===== config.mk =====
export PLATFORM = sky130hd
export DESIGN_NAME = cci_shim_top
export DESIGN_NICKNAME = d
export VERILOG_FILES = /design/src/common/cci_shim_pkg.sv /design/src/common/cci_req_if.sv /design/src/shim_buffer/shim_buffer_afu.sv /design/src/tx_arbiter/tx_arbiter.sv /design/src/verilog/cci_shim_top.sv /design/src/verilog/req_fifo.sv
export SDC_FILE = /design/constraint.sdc
export NUM_CORES = 1
export LEC_CHECK = 0
export BUFFER_PORTS_ARGS = -buffer_cell sky130_fd_sc_hd__buf_2
export CORE_ASPECT_RATIO = 0.75
export CORE_MARGIN = 2
export CORE_UTILIZATION = 28
export DETAILED_ROUTE_END_ITERATION = 6
export SLEW_MARGIN = 20
export SYNTH_ARGS = -nofsm -noshare
export SYNTH_HDL_FRONTEND = slang
export SYNTH_SLANG_ARGS = --single-unit

===== constraint.sdc =====
create_clock -name clk -period 18.1 [get_ports clk]
set_input_delay 3.62 -clock clk [delete_from_list [all_inputs] [get_ports clk]]
set_output_delay 3.62 -clock clk [all_outputs]
set_load 0.1 [all_outputs]

===== src/common/cci_shim_pkg.sv =====
package cci_shim_pkg;

    // ========================================
    // Widths
    // ========================================

    // Header and data widths are narrower than a production link
    localparam int HDR_WIDTH  = 16;
    localparam int DATA_WIDTH = 64;

    // ========================================
    // Channel buffers
    // ========================================

    // Entries held by each channel buffer
    localparam int BUF_DEPTH = 8;

    // Almost-full is raised once free slots drop to this value or below
    localparam int ALM_FULL_SLOTS = 4;

    // Read and write pointers index one of BUF_DEPTH slots
    localparam int BUF_PTR_WIDTH = (BUF_DEPTH > 1) ? $clog2(BUF_DEPTH) : 1;

    // The count must reach BUF_DEPTH itself, so it needs one extra value
    localparam int BUF_COUNT_WIDTH = $clog2(BUF_DEPTH + 1);

    // Channel 0 stores only a header
    localparam int C0_ENTRY_BITS = HDR_WIDTH;

    // Channel 1 stores header, data and the write and interrupt valid bits
    localparam int C1_ENTRY_BITS = HDR_WIDTH + DATA_WIDTH + 2;

    // ========================================
    // Types
    // ========================================

    typedef logic [HDR_WIDTH-1:0]       cci_hdr_t;
    typedef logic [DATA_WIDTH-1:0]      cci_data_t;
    typedef logic [1:0]                 req_kind_t;
    typedef logic [BUF_COUNT_WIDTH-1:0] buf_count_t;

    // Request kinds presented on the host port
    localparam req_kind_t KIND_READ  = 2'd0;
    localparam req_kind_t KIND_WRITE = 2'd1;
    localparam req_kind_t KIND_INTR  = 2'd2;

    // The scheduler remembers which channel wins the next tie
    typedef enum logic {
        PREFER_C0,
        PREFER_C1
    } arb_state_t;

endpackage


===== src/common/cci_req_if.sv =====
`timescale 1ns/1ps

// One buffer head as seen by the scheduler.
// The buffer presents the oldest request and the scheduler pops it with deq
interface cci_req_if import cci_shim_pkg::*; ();

    // Request fields taken straight from the FIFO head
    cci_hdr_t  hdr;
    cci_data_t data;
    req_kind_t kind;

    // High exactly when the buffer holds at least one request
    logic valid;

    // Removes the head at the next rising edge.
    // Only legal while valid is high
    logic deq;

    // The buffer side owns the request fields
    modport buffer (
        output hdr,
        output data,
        output kind,
        output valid,
        input  deq
    );

    // The scheduler side reads the head and decides when to pop it
    modport scheduler (
        input  hdr,
        input  data,
        input  kind,
        input  valid,
        output deq
    );

endinterface


===== src/shim_buffer/shim_buffer_afu.sv =====
`timescale 1ns/1ps

// Accelerator side request buffering.
// Each Tx channel feeds its own FIFO and the FIFO heads are offered to the
// scheduler through the two head interfaces. A request only leaves a
// buffer when the scheduler pops it with deq
module shim_buffer_afu import cci_shim_pkg::*; (
    input  logic      clk,
    input  logic      reset,

    // Channel 0 read requests
    input  cci_hdr_t  c0_tx_hdr,
    input  logic      c0_tx_rd_valid,
    output logic      c0_tx_alm_full,

    // Channel 1 write and interrupt requests
    input  cci_hdr_t  c1_tx_hdr,
    input  cci_data_t c1_tx_data,
    input  logic      c1_tx_wr_valid,
    input  logic      c1_tx_ir_valid,
    output logic      c1_tx_alm_full,

    // Buffer heads toward the scheduler
    cci_req_if.buffer c0_head,
    cci_req_if.buffer c1_head
);

    // ========================================
    // Channel 0 buffer
    // ========================================

    // Reads carry no payload so only the header is stored
    req_fifo #(
        .N_DATA_BITS (C0_ENTRY_BITS)
    ) c0_fifo (
        .clk         (clk),
        .reset       (reset),
        .enq_data    (c0_tx_hdr),
        .enq_en      (c0_tx_rd_valid),
        .deq_en      (c0_head.deq),
        .first       (c0_head.hdr),
        .not_empty   (c0_head.valid),
        .almost_full (c0_tx_alm_full)
    );

    // Every channel 0 request is a read with no data
    assign c0_head.kind = KIND_READ;
    assign c0_head.data = '0;

    // ========================================
    // Channel 1 buffer
    // ========================================

    logic                     c1_enq_en;
    logic [C1_ENTRY_BITS-1:0] c1_first;
    logic                     c1_wr_bit;

    // Either valid bit means a request is present on channel 1
    assign c1_enq_en = c1_tx_wr_valid || c1_tx_ir_valid;

    // Entry layout is header, then data, then the write and interrupt bits
    req_fifo #(
        .N_DATA_BITS (C1_ENTRY_BITS)
    ) c1_fifo (
        .clk         (clk),
        .reset       (reset),
        .enq_data    ({c1_tx_hdr, c1_tx_data, c1_tx_wr_valid, c1_tx_ir_valid}),
        .enq_en      (c1_enq_en),
        .deq_en      (c1_head.deq),
        .first       (c1_first),
        .not_empty   (c1_head.valid),
        .almost_full (c1_tx_alm_full)
    );

    // Split the head entry with the same layout used on enqueue.
    // The interrupt bit sits lowest and is implied by a clear write bit
    assign {c1_head.hdr, c1_head.data, c1_wr_bit} = c1_first[C1_ENTRY_BITS-1:1];

    // A set write bit marks a write, anything else stored is an interrupt
    assign c1_head.kind = c1_wr_bit ? KIND_WRITE : KIND_INTR;

    // ========================================
    // Checks
    // ========================================

    // The accelerator may never issue a write and an interrupt together
    c1_kind_in_check: assert property (
        @(posedge clk) disable iff (reset)
        !(c1_tx_wr_valid && c1_tx_ir_valid)
    );

endmodule


===== src/tx_arbiter/tx_arbiter.sv =====
`timescale 1ns/1ps

// Round-robin scheduler for the two buffer heads.
// The chosen head drives the host port directly, so the host request is
// combinational from the heads and the state registers. A stalled request
// keeps its grant until the host takes it
module tx_arbiter import cci_shim_pkg::*; (
    input  logic         clk,
    input  logic         reset,

    // Buffer heads
    cci_req_if.scheduler c0_head,
    cci_req_if.scheduler c1_head,

    // Host request port
    output logic         host_req_valid,
    output cci_hdr_t     host_req_hdr,
    output cci_data_t    host_req_data,
    output req_kind_t    host_req_kind,
    input  logic         host_req_ready
);

    // Channel that wins the next tie
    arb_state_t state_q;

    // Set while an offered request waits for ready
    logic lock_q;
    // Channel that owns the waiting request, meaningful only under lock
    logic grant_c1_q;

    // Channel picked this cycle, high for channel 1
    logic sel_c1;
    logic xfer;

    // ========================================
    // Channel selection
    // ========================================

    always_comb begin
        if (lock_q) begin
            // A stalled request is never swapped out
            sel_c1 = grant_c1_q;
        end else if (c0_head.valid && c1_head.valid) begin
            sel_c1 = (state_q == PREFER_C1);
        end else begin
            // With one head or none the valid one wins
            sel_c1 = c1_head.valid;
        end
    end

    // The selected head goes straight to the host
    assign host_req_valid = sel_c1 ? c1_head.valid : c0_head.valid;
    assign host_req_hdr   = sel_c1 ? c1_head.hdr   : c0_head.hdr;
    assign host_req_data  = sel_c1 ? c1_head.data  : c0_head.data;
    assign host_req_kind  = sel_c1 ? c1_head.kind  : c0_head.kind;

    // A transfer happens on an edge with both valid and ready
    assign xfer = host_req_valid && host_req_ready;

    // Pop only the head that the host just took
    assign c0_head.deq = xfer && !sel_c1;
    assign c1_head.deq = xfer && sel_c1;

    // ========================================
    // State
    // ========================================

    always_ff @(posedge clk) begin
        if (reset) begin
            state_q    <= PREFER_C0;
            lock_q     <= 1'b0;
            grant_c1_q <= 1'b0;
        end else begin
            // After serving one channel the other gets the next tie
            if (xfer) begin
                state_q <= sel_c1 ? PREFER_C0 : PREFER_C1;
            end
            lock_q     <= host_req_valid && !host_req_ready;
            grant_c1_q <= sel_c1;
        end
    end

    // ========================================
    // Checks
    // ========================================

    // An offered request holds still until the host accepts it
    host_stable_check: assert property (
        @(posedge clk) disable iff (reset)
        (host_req_valid && !host_req_ready) |=>
            (host_req_valid && $stable(host_req_hdr) && $stable(host_req_data)
             && $stable(host_req_kind))
    );

endmodule


===== src/verilog/cci_shim_top.sv =====
`timescale 1ns/1ps

// Request path from the accelerator to the host.
// Two channel buffers sit side by side and the scheduler merges their
// heads onto the single host request port
module cci_shim_top import cci_shim_pkg::*; (
    input  logic      clk,
    input  logic      reset,

    // Accelerator channel 0
    input  cci_hdr_t  c0_tx_hdr,
    input  logic      c0_tx_rd_valid,
    output logic      c0_tx_alm_full,

    // Accelerator channel 1
    input  cci_hdr_t  c1_tx_hdr,
    input  cci_data_t c1_tx_data,
    input  logic      c1_tx_wr_valid,
    input  logic      c1_tx_ir_valid,
    output logic      c1_tx_alm_full,

    // Host request port
    output logic      host_req_valid,
    output cci_hdr_t  host_req_hdr,
    output cci_data_t host_req_data,
    output req_kind_t host_req_kind,
    input  logic      host_req_ready
);

    // ========================================
    // Buffer heads
    // ========================================

    cci_req_if c0_head ();
    cci_req_if c1_head ();

    // ========================================
    // Channel buffers
    // ========================================

    shim_buffer_afu u_buffer (
        .clk            (clk),
        .reset          (reset),
        .c0_tx_hdr      (c0_tx_hdr),
        .c0_tx_rd_valid (c0_tx_rd_valid),
        .c0_tx_alm_full (c0_tx_alm_full),
        .c1_tx_hdr      (c1_tx_hdr),
        .c1_tx_data     (c1_tx_data),
        .c1_tx_wr_valid (c1_tx_wr_valid),
        .c1_tx_ir_valid (c1_tx_ir_valid),
        .c1_tx_alm_full (c1_tx_alm_full),
        .c0_head        (c0_head.buffer),
        .c1_head        (c1_head.buffer)
    );

    // ========================================
    // Scheduler
    // ========================================

    tx_arbiter u_arbiter (
        .clk            (clk),
        .reset          (reset),
        .c0_head        (c0_head.scheduler),
        .c1_head        (c1_head.scheduler),
        .host_req_valid (host_req_valid),
        .host_req_hdr   (host_req_hdr),
        .host_req_data  (host_req_data),
        .host_req_kind  (host_req_kind),
        .host_req_ready (host_req_ready)
    );

endmodule


===== src/verilog/req_fifo.sv =====
`timescale 1ns/1ps

// Small FIFO built from a circular array of registers.
// Occupancy lives in its own register so that almost_full and not_empty
// come straight from flops and never from the enqueue or dequeue strobes
module req_fifo import cci_shim_pkg::*; #(
    parameter int N_DATA_BITS = HDR_WIDTH
) (
    input  logic                   clk,
    input  logic                   reset,

    input  logic [N_DATA_BITS-1:0] enq_data,
    input  logic                   enq_en,
    input  logic                   deq_en,

    output logic [N_DATA_BITS-1:0] first,
    output logic                   not_empty,
    output logic                   almost_full
);

    // Last legal pointer value, where the pointers wrap back to zero
    localparam logic [BUF_PTR_WIDTH-1:0] LAST_PTR = BUF_PTR_WIDTH'(BUF_DEPTH - 1);

    // Storage array
    logic [N_DATA_BITS-1:0] mem [BUF_DEPTH];

    logic [BUF_PTR_WIDTH-1:0] wr_ptr_q;
    logic [BUF_PTR_WIDTH-1:0] rd_ptr_q;
    buf_count_t               count_q;
    logic                     full;

    // ========================================
    // Storage
    // ========================================

    // Slots are written as they arrive and carry no reset
    always_ff @(posedge clk) begin
        if (enq_en) begin
            mem[wr_ptr_q] <= enq_data;
        end
    end

    // The head is a read from the array at the read pointer
    assign first = mem[rd_ptr_q];

    // ========================================
    // Pointers and occupancy
    // ========================================

    always_ff @(posedge clk) begin
        if (reset) begin
            wr_ptr_q <= '0;
            rd_ptr_q <= '0;
            count_q  <= '0;
        end else begin
            if (enq_en) begin
                wr_ptr_q <= (wr_ptr_q == LAST_PTR) ? '0 : wr_ptr_q + 1'b1;
            end
            if (deq_en) begin
                rd_ptr_q <= (rd_ptr_q == LAST_PTR) ? '0 : rd_ptr_q + 1'b1;
            end
            // A simultaneous enqueue and dequeue leaves the count alone
            case ({enq_en, deq_en})
                2'b10:   count_q <= count_q + 1'b1;
                2'b01:   count_q <= count_q - 1'b1;
                default: count_q <= count_q;
            endcase
        end
    end

    assign not_empty = (count_q != '0);
    assign full      = (count_q == buf_count_t'(BUF_DEPTH));

    // Raised with ALM_FULL_SLOTS or fewer free slots left.
    // This leaves room for the requests already on their way in
    assign almost_full = (buf_count_t'(BUF_DEPTH) - count_q) <= buf_count_t'(ALM_FULL_SLOTS);

    // ========================================
    // Checks
    // ========================================

    // The producer has no ready signal and must honour almost_full
    overflow_check: assert property (
        @(posedge clk) disable iff (reset)
        enq_en |-> !full
    );

    // The consumer may only pop a head that exists
    underflow_check: assert property (
        @(posedge clk) disable iff (reset)
        deq_en |-> not_empty
    );

endmodule

== After elaboration in Yosys (flattened, before gate mapping) ==
Memories as Yosys holds them, arrays and structs flattened. A register that Yosys moved wholly into a read port is not among the register bits.
Index checks and enable logic that the tools add are counted.
Cells by class
  add/subtract/negate cells: 10
  magnitude comparators: 2
  equality and inequality tests: 8
  multiplexer cells: 22
  reduce and logical (&&, ||, !) cells: 12
Operators with widths (number)
  $mux 64: 1
  $mux 3: 8
  $mux 16: 1
  $pmux 4 s2: 2
  $add 3x1->3 const B: 4
  $eq 3x3->1 const B: 4
  $add 4x1->4 const B: 2
  $le 4x3->1 const B: 2
  $mux 1: 8
  $reduce_bool 4->1: 2
  $sub 4x1->4 const B: 2
  $sub 4x4->4 const A: 2
  $logic_and 1x1->1: 5
  $eq 2x1->1 const B: 2
  $eq 2x2->1 const B: 2
  $mux 2: 2
  $reduce_bool 2->1: 2
  $logic_not 1->1: 2
  $logic_or 1x1->1: 1
Word-level totals
  register bits after elaboration: 23
  bits in writable memories: 784
  bits of input ports: 102
  word-level logic and storage cells: 65
  memories: 2
Memory list
  u_buffer.c1_fifo.mem: depth 8, width 82, rd ports 1, clocked after Yosys merged registers in 1, write ports 1, RTL line req_fifo.sv:25  | logic [N_DATA_BITS-1:0] mem [BUF_DEPTH];
  u_buffer.c0_fifo.mem: depth 8, width 16, rd ports 1, clocked after Yosys merged registers in 1, write ports 1, RTL line req_fifo.sv:25

== Depth between registers and ports, before layout ==
Gate-level depths: netlist (run 1).
  word-level depth: 9
  gate-level depth with buffers: 12

== Modules after synthesis ==
From an unflattened synthesis (run 1), not the netlist that was laid out.
Second synthesis, totals
  cell total of the unflattened synthesis: 1458
  area total of the unflattened synthesis: 33467.1 µm²
Modules (own cells, without submodules)
  req_fifo (u_buffer.c1_fifo): instances 1, cells each 1021, area an instance 25993.7 µm², seq. area each 19959.1 µm²
  req_fifo (u_buffer.c0_fifo): instances 1, cells each 259, area an instance 5560.3 µm², seq. area each 4103.9 µm²
  tx_arbiter: instances 1, cells each 109, area an instance 1403.8 µm², seq. area each 60.1 µm²
  shim_buffer_afu: instances 1, cells each 69, area an instance 509.2 µm², seq. area each 0.0 µm²

== Least setup slack after synthesis (run 1) ==
Ideal clock, no wire load.
  path type: input to register
  start point: input port c1_tx_ir_valid
  end point: memory u_buffer.c1_fifo.mem[0][10] in the netlist's numbering (enable)
  setup time: 0.720 ns
  arrival time: 11.406 ns
  setup slack: 5.975 ns
  cell stages on the path: 2
  path buffers: 0
  path through: nor2_1 -> nor4_1
On the way
  word-level cells in the longest chain between the ends: 3
RTL lines
  start, declared: RTL line cci_shim_top.sv:19  | input logic c1_tx_ir_valid,
  $logic_or 1x1->1: RTL line shim_buffer_afu.sv:59  | assign c1_enq_en = c1_tx_wr_valid || c1_tx_ir_valid;
  $mux 1: RTL line req_fifo.sv:38  | if (enq_en) begin
  $mux 1 (implied by the code): RTL line req_fifo.sv:39  | mem[wr_ptr_q] <= enq_data;
  end, declared: RTL line req_fifo.sv:25
Every way passes these cells.

==> summary.txt, run 1 <==
Logic synthesis
  – Synthesized netlist cell count: 1,390
  – Mean instance size in the synthesized netlist: 22.2 sq um
  – Sequential fraction of the synthesis area: 77.4%
  – Area fraction in compound gates after synthesis: 0.697%
  – Syn Nets: 1,506
  – Number of synthesized flops with an enable pin: 776
  – Async SR Flop Fraction: 0%
  – Cell types occupying the most area after synthesis: edfxtp_1 (75%), mux4_2 (14%), mux2i_1 (3.8%)
  – Yosys top cell by area: edfxtp_1
  – Most common flop cell mapped by yosys: edfxtp_1
  – Simple logic cell fraction of the synthesized area: 2.03%
  – Total standard cell area after synthesis: 30,900 sq um
  – Xor/xnor cell area share of the yosys netlist: 0.170%
  – Number of warnings issued by yosys: 0
  – Fraction of post-synthesis cell area in the top cell type by area: 75.5%
  – Total of flip-flops plus latches after synthesis: 805
  – Post-synthesis share of cell area spent on full adders, half adders and majority gates: 0.567%
  – Largest family of logic cells by synthesized area: multiplexers
  – Cell variety after synth: 38
  – Share of cell area taken by muxes after synthesis: 18.1%

STA
  – Ratio of final minimum period to clock period: 43.6%
  – Final hold vios: 0
  – Slew at the pin with the worst max-slew slack: 1.11 ns
  – Worst clock skew on the final layout: 0.0217 ns
  – Time the final worst path needs with I/O delays and setup: 7.90 ns
  – Total setup violations reported at the end of the flow: 0
  – Maximum achievable frequency: 127 MHz
  – Max-slew headroom at the worst pin: 25.5%
  – Aggregate negative setup slack: 0 ns
  – Setup repair after global routing missed its margin: no
  – Final number of max-transition violations: 0

Power
  – Worst supply voltage drop on vdd: 139 uV
  – LEAKAGE: 11.5 nW
  – Final Total Pwr: 5.69 mW
  – Power density normalized to cell area: 156 nW/um^2

CTS
  – H-tree depth: 3
  – Clock sinks: 805
  – Count of buffers added by post-CTS timing repair for setup: 0
  – Maximum root-to-sink buffer count: 3
  – Clock-pin slew on the worst setup and hold paths: 0.06 ns
  – Library cell used as clock root buffer: clkbuf_16
  – Total clock buffers created by CTS: 82
  – TritonCTS clock tree: built
  – Count of instances resized after the clock tree is built: 0
  – Latest clock arrival within the worst-skew pair: 0.63 ns
  – Number of buffers inserted for hold repair after clock tree synthesis: 0

GRT
  – Global route overflow: 0
  – Via count of the first global-routing pass: 15,335
  – Global-route wire length before repair: 101 mm
  – Overall routing resource usage: 12.0%
  – Pin count of the biggest net entering global routing: 113
  – Initial antenna violation count: 19

Worst hold path
  – Tightest Hold Check Type: reg -> reg
  – Hold_sp: u_buffer.c0_fifo.rd_ptr_q[1]

Place
  – Post-placement cell area: 33,700 sq um
  – Placer congestion estimate: 0.689
  – Number of port buffers: 186
  – Placed wire-length estimate after detailed placement: 38.8 mm

Floorplan
  – Die outline width: 387 um
  – I/O Pins: 187
  – Number of rows created at floorplan: 105
  – Die Y-Extent: 292 um
  – Placeable core region: 109,000 sq um
  – Die Area: 113,000 sq um
  – Starting utilization of the core area: 28.2%

Layout
  – Layout overhead on the synthesized area: 17.9%
  – Final non-filler cell area: 36,400 sq um
  – Final net count: 1,746
  – Proportion of layout cells with a drive suffix above 1: 33.3%

Route
  – First-iteration detailed-routing DRC count: 979
  – Post-detailed-route count of antenna-violating nets: 0
  – Routed length per placed instance: 21.9 um
  – Post-detailed-routing wire length: 68.7 mm
  – Routed via count: 14,300
  – Via density: 4.55
  – Pre-antenna DRT Iters: 5
  – Total DRC errors in the routed layout: 0

Critical path
  – Endpoint arrival time on the critical path: 4.28 ns
  – Start-to-end type of the worst setup path: reg -> out
  – CP Cell Sequence: buf_12, buf_16, mux4_2, mux2i_1, nor2b_1, buf_2
  – Slowest CP cell: dfxtp_4
  – Reg-to-reg startpoint: u_buffer.c1_fifo.count_q[1]
  – Critical path startpoint category: register
  – Largest stage delay on the critical path: 0.83 ns
  – Peak fanout along the critical path: 60
  – Crit end category: output pin
  – Data required time at the worst endpoint: 14.48 ns

Flow run
  – Max capacitance violation total: 0

Run status
  – Outcome: finished clean
==> metrics by stage <==
step / worst slack [ns] / hold WS, ns / util, % / std cells
floorplan: 5.97 / 0.468 / - / 1390
global placement: 10.83 / 0.483 / 30.8 / 2989
detailed placement: 10.83 / 0.499 / 30.8 / 2989
CTS: 10.10 / 0.511 / 33.3 / 3137
global route: 9.86 / 0.535 / 33.3 / 3140
finish: 10.20 / 0.510 / 33.3 / 3140
==> layer usage <==
layer | track usage [%] | part of all wire, %
met1 | 15.2 | 42
met2 | 20.3 | 50
met3 | 3.18 | 5.5
met4 | 3.51 | 2.3
met5 | 0 | 0.18
==> report_power, final <==
part           internal, mW  leakage [nW]  switching (mW)  total [mW]
clock                 0.950          1.31           0.724        1.67
combinational         0.423          2.87            1.41        1.83
sequential             2.12          7.32          0.0573        2.18
==> flip-flops by register name, indices dropped and copies added, names as in the netlist, named ones only <==
register and cells:
u_arbiter.grant_c1_q 1, u_arbiter.lock_q 1, u_arbiter.state_q 1, u_buffer.c0_fifo.count_q 4, u_buffer.c0_fifo.mem 128, u_buffer.c0_fifo.rd_ptr_q 3, u_buffer.c0_fifo.wr_ptr_q 3, u_buffer.c1_fifo.count_q 4
u_buffer.c1_fifo.mem 648, u_buffer.c1_fifo.rd_ptr_q 3, u_buffer.c1_fifo.wr_ptr_q 3
==> synth_stat cells (2+ instances only) <==
| library cell | instances |
|---|---|
| edfxtp_1 | 776 |
| mux4_2 | 194 |
| mux2i_1 | 118 |
| nor2_1 | 93 |
| dfxtp_1 | 29 |
| clkbuf_1 | 28 |
| buf_2 | 25 |
| a21oi_1 | 17 |
| ha_1 | 14 |
| buf_1 | 13 |
| o21ai_0 | 12 |
| nor3_1 | 10 |
| nand2_1 | 7 |
| nand2b_1 | 6 |
| xor2_1 | 6 |
| nand3_1 | 5 |
| inv_1 | 4 |
| buf_6 | 3 |
| mux2_2 | 3 |
| nor2b_1 | 3 |
| or4_1 | 3 |
| nand4b_1 | 2 |
| nor4_1 | 2 |
| o311ai_0 | 2 |
| or3_1 | 2 |
==> layout make-up <==
| cell class | count | area [sq um] |
|---|---|---|
| repair buffers | 226 | 1260 |
| multi-input cells | 511 | 6740 |
| inverters | 4 | 15.0 |
| well taps | 1444 | 1810 |
| clock buffers | 97 | 2200 |
| flip-flops and latches | 805 | 23900 |
| fillers | 10284 | 72900 |
| clock inverters | 51 | 478 |
| diodes | 2 | 5.00 |
==> critical path, delay by kind of cell, from the launching register on <==
kind / cells / cell delay [ns]
buf+inv: 3 / 1.35
simple gates: 1 / 0.21
flops: 1 / 0.83
mux: 2 / 0.98
==> logic make-up after synthesis <==
kind of cell               after synthesis
AOI/OAI and AO/OA                       37
xor gates and xnor gates                 6
adders and majority gates               14
buffers and inverters                   74
DFF                                    805
muxes                                  315
and+or+nand+nor                        139
==> cell usage in the layout, fill, tap and decap left out, drive strengths merged, types with 3 or more instances in the layout <==
master | synthesis | layout
dfxtp | 29 | 29
clkbuf | 28 | 97
buf | 42 | 226
bufinv | 0 | 5
nand2b | 6 | 6
edfxtp | 776 | 776
or4 | 4 | 4
inv | 4 | 8
nor3 | 10 | 10
mux2 | 3 | 3
o21ai | 12 | 12
mux2i | 118 | 118
clkinv | 0 | 40
nor4 | 3 | 3
xor2 | 6 | 6
a21oi | 17 | 17
nand2 | 7 | 7
nor2b | 3 | 3
mux4 | 194 | 194
ha | 14 | 14
nor2 | 93 | 93
nand3 | 5 | 5
==> worst paths after layout <==
path,slack [ns],to,depth (start not counted)
max,10.20,host_req_kind[1],6
min,0.51,register,2
max reg2reg,15.18,u_buffer.c0_fifo.count_q[2],10
min reg2reg,0.51,register,2
(Power assumes the default switching activity.)
==> run 2, diff against run 1 <==
ABC_AREA = 1   (was unset)
clock period = 7.2 ns   (was 18.1 ns; I/O delays follow)
==> run 2 against run 1 <==
  * Final cell count rose by 29%
  * Synthesized area rose by 2.1%
  * Non-clock buffer count fell by 1
  * Die area rose by 2.1%
  * Synthesized cell count rose by 67%
  * Register-to-register slack got worse by 11 ns
  * Critical path type unchanged
  * Largest cell class unchanged
  * Largest power group is now combinational logic
  * Highest routed layer unchanged
==> summary.txt, run 2 <==
STA
  – Slew at the pin with the worst max-slew slack: 1.21 ns (was 1.11 ns)
  – Setup repair after global routing missed its margin: no (unchanged)
  – Final-layout worst hold slack: 0.483 ns (was 0.510 ns)
  – Worst clock skew on the final layout: 0.0276 ns (was 0.0217 ns)
  – Maximum achievable frequency: 194 MHz
  – Final hold vios: 0 (unchanged)
  – Ratio of final minimum period to clock period: 71.5%
  – Max-slew headroom at the worst pin: 19.4% (was 25.5%)
  – Total setup violations reported at the end of the flow: 0 (unchanged)
  – Time the final worst path needs with I/O delays and setup: 5.15 ns
  – Aggregate negative setup slack: 0 ns (unchanged)
  – Final number of max-transition violations: 0 (unchanged)

Route
  – Post-detailed-route count of antenna-violating nets: 0 (unchanged)
  – Via density: 4.80 (was 4.55)
  – Total DRC errors in the routed layout: 0 (unchanged)
  – Routed via count: 19,430 (was 14,300)
  – First-iteration detailed-routing DRC count: 1,594 (was 979)
  – Post-detailed-routing wire length: 81.6 mm (was 68.7 mm)
  – Pre-antenna DRT Iters: 5 (unchanged)
  – Routed length per placed instance: 20.2 um (was 21.9 um)

Place
  – Number of port buffers: 186 (unchanged)
  – Placer congestion estimate: 0.735 (was 0.689)
  – Number of cells after detailed placement: 3,900 (was 2,989)
  – Placed wire-length estimate after detailed placement: 42.5 mm (was 38.8 mm)
  – Post-placement cell area: 33,900 sq um (was 33,700 sq um)

CTS
  – Clock sinks: 805 (unchanged)
  – Number of buffers inserted for hold repair after clock tree synthesis: 0 (unchanged)
  – Total clock buffers created by CTS: 78 (was 82)
  – H-tree depth: 3 (unchanged)
  – Latest clock arrival within the worst-skew pair: 0.66 ns (was 0.63 ns)
  – Clock-pin slew on the worst setup and hold paths: 0.06 ns (about the same)
  – Maximum root-to-sink buffer count: 3 (unchanged)
  – Count of instances resized after the clock tree is built: 0 (unchanged)
  – Count of buffers added by post-CTS timing repair for setup: 0 (unchanged)
  – Library cell used as clock root buffer: clkbuf_16 (unchanged)
  – TritonCTS clock tree: built (unchanged)

Logic synthesis
  – Most common flop cell mapped by yosys: edfxtp_1 (unchanged)
  – Number of synthesized flops with an enable pin: 776 (unchanged)
  – Sequential fraction of the synthesis area: 75.8% (was 77.4%)
  – Yosys top cell by area: edfxtp_1 (unchanged)
  – Fraction of post-synthesis cell area in the top cell type by area: 73.9% (was 75.5%)
  – Number of warnings issued by yosys: 0 (unchanged)
  – Total of flip-flops plus latches after synthesis: 805 (unchanged)
  – Async SR Flop Fraction: 0% (unchanged)
  – Cell with the most instances after synthesis: edfxtp_1 (unchanged)
  – Mean instance size in the synthesized netlist: 13.6 sq um (was 22.2 sq um)
  – Syn Nets: 2,436 (was 1,506)
  – Top cells by instance count after synthesis: edfxtp_1 (776), nor2_1 (517), o21ai_0 (409) (was edfxtp_1 (776), mux4_2 (194), mux2i_1 (118))
  – Cell variety after synth: 33 (was 38)
  – Synthesized netlist cell count: 2,320 (was 1,390)
  – Total standard cell area after synthesis: 31,500 sq um (was 30,900 sq um)
  – Cell types occupying the most area after synthesis: edfxtp_1 (74%), o21ai_0 (6.5%), nor2_1 (6.2%) (was edfxtp_1 (75%), mux4_2 (14%), mux2i_1 (3.8%))

Critical path
  – Endpoint arrival time on the critical path: 3.71 ns (was 4.28 ns)
  – Data required time at the worst endpoint: 5.76 ns (was 14.48 ns)
  – Reg-to-reg startpoint: u_buffer.c1_fifo.count_q[0] (was u_buffer.c1_fifo.count_q[1])
  – Crit end category: output pin (unchanged)
  – Critical path startpoint: u_buffer.c1_fifo.count_q[0]
  – Start-to-end type of the worst setup path: reg -> out (unchanged)
  – Critical path startpoint category: register (unchanged)
  – Peak fanout along the critical path: 44 (was 60)

Layout
  – Max FFs per register: 648 (unchanged)
  – Final non-filler cell area: 36,400 sq um (about the same)
  – Most frequent standard cell in the layout excluding fill and tap cells: edfxtp_1 (unchanged)
  – Final net count: 2,584 (was 1,746)
  – Final std cells w/o fill: 4,045 (was 3,140)
  – Largest registers: u_buffer.c1_fifo.mem x648, u_buffer.c0_fifo.mem x128 (unchanged)
  – Proportion of layout cells with a drive suffix above 1: 14.2% (was 33.3%)
  – Commonest non-fill, non-tap cells in the layout: edfxtp_1 (776), nor2_1 (509), o21ai_0 (409), buf_2 (186), o221ai_1 (152) (was edfxtp_1 (776), mux4_2 (194), buf_2 (186), mux2i_1 (118), nor2_1 (90))
  – Register name with the most flops: u_buffer.c1_fifo.mem (unchanged)
  – Layout overhead on the synthesized area: 15.5% (was 17.9%)

GRT
  – Pin count of the biggest net entering global routing: 221 (was 113)
  – Initial antenna violation count: 28 (was 19)
  – Global route overflow: 0 (unchanged)
  – Via count of the first global-routing pass: 18,608 (was 15,335)
  – Overall routing resource usage: 13.9% (was 12.0%)
  – Global-route wire length before repair: 120 mm (was 101 mm)

Power
  – LEAKAGE: 12.1 nW (was 11.5 nW)
  – Worst supply voltage drop on vdd: 678 uV (was 139 uV)
  – Final Total Pwr: 16.9 mW (was 5.69 mW)
  – Sequential fraction of design power: 32.6% (was 38.3%)
  – Power density normalized to cell area: 465 nW/um^2 (was 156 nW/um^2)
  – Share of total power consumed by net switching: 47.1% (was 38.5%)
  – Net switching power figure: 7.98 mW (was 2.19 mW)
  – Portion of total power attributed to the clock network: 23.9% (was 29.4%)
  – Internal power component: 8.95 mW (was 3.50 mW)
  – Logic gate share of total power: 43.4% (was 32.2%)

Floorplan
  – Placeable core region: 112,000 sq um (was 109,000 sq um)
  – Die Y-Extent: 295 um (was 292 um)
  – Number of rows created at floorplan: 106 (was 105)
  – Die outline width: 391 um (was 387 um)
  – I/O Pins: 187 (unchanged)
  – Starting utilization of the core area: 28.3% (was 28.2%)
  – Die Area: 115,000 sq um (was 113,000 sq um)

Flow run
  – Max capacitance violation total: 0 (unchanged)

Worst hold path
  – Tightest Hold Check Type: reg -> reg (unchanged)
  – Hold_sp: u_arbiter.state_q (was u_buffer.c0_fifo.rd_ptr_q[1])

Run status
  – Outcome: finished clean (unchanged)
-- run 2: cell count changes in the layout (fill, tap and decap cells not counted), sizes merged, moves of 8 or more --
cell	previous run	this run
nor2	93	519
o21ai	12	427
mux4	194	0
o221ai	0	152
mux2i	118	0
nand2	7	113
o22ai	0	43
inv	8	37
clkinv	40	28
nand3	5	16
clkbuf	97	105
-- run 2: final timing paths --
check / endpoint / slack, ns / cells past startpoint
setup / recovery: host_req_hdr[14] / 2.05 / 9
hold / removal: u_arbiter.state_q / 0.48 / 2
setup reg to reg: u_buffer.c0_fifo.count_q[2] / 4.07 / 16
hold reg to reg: u_arbiter.state_q / 0.48 / 2
-- run 2: layer usage --
| metal | track usage, % | routed length (um) |
|---|---|---|
| met2 | 21.1 | 36300 |
| met4 | 2.83 | 1280 |
| met1 | 19.7 | 37500 |
| met5 | 0 | 192 |
| met3 | 3.93 | 6410 |
-- run 2: logic make-up (layout without fill, tap and decap cells) --
logic type	after synthesis	count (layout)	synth area share, %
fa+ha+maj	14	14	0.556
other cells	0	3	0
simple gates	655	655	8.05
buf+inv	193	403	3.13
compound gates	644	644	12.2
xor+xnor	9	9	0.250
flops	805	805	75.8
-- run 2: power by group through the flow --
stage | Sequential, mW | Clock [mW] | Combinational, mW
floorplan | 5.57 | 0 | 5.82
global placement | 5.62 | 0 | 7.38
detailed placement | 5.62 | 0 | 7.39
CTS | 5.53 | 4.16 | 7.41
global route | 5.55 | 4.35 | 7.86
finish | 5.52 | 4.05 | 7.35
-- run 2: layout make-up --
class / instances / area, sq um
Clock buffer: 105 / 2140
Tap cell: 1512 / 1890
Multi-Input combinational cell: 1322 / 6710
Inverter: 36 / 155
Antenna cell: 3 / 7.51
Fill cell: 10972 / 75100
Sequential cell: 805 / 23900
Clock inverter: 37 / 374
Timing Repair Buffer: 225 / 1240
-- run 2: critical path, cell delays in order, from the launching register on --
cell and delay, ns:
dfxtp_1 0.35, nor2_1 0.20, a21oi_1 0.11, nand2_2 0.10
nand2_4 0.20, inv_4 0.60, buf_4 0.60, o21ai_0 0.18
o21ai_1 0.21, buf_2 0.46
-- run 2: through the flow --
stage	utilization [%]	setup slack (ns)
2_1_floorplan	-	1.57
3_3_place_gp	30.4	2.59
3_5_place_dp	30.4	2.63
4_1_cts	32.6	1.87
5_1_grt	32.6	1.70
6_report	32.6	2.05
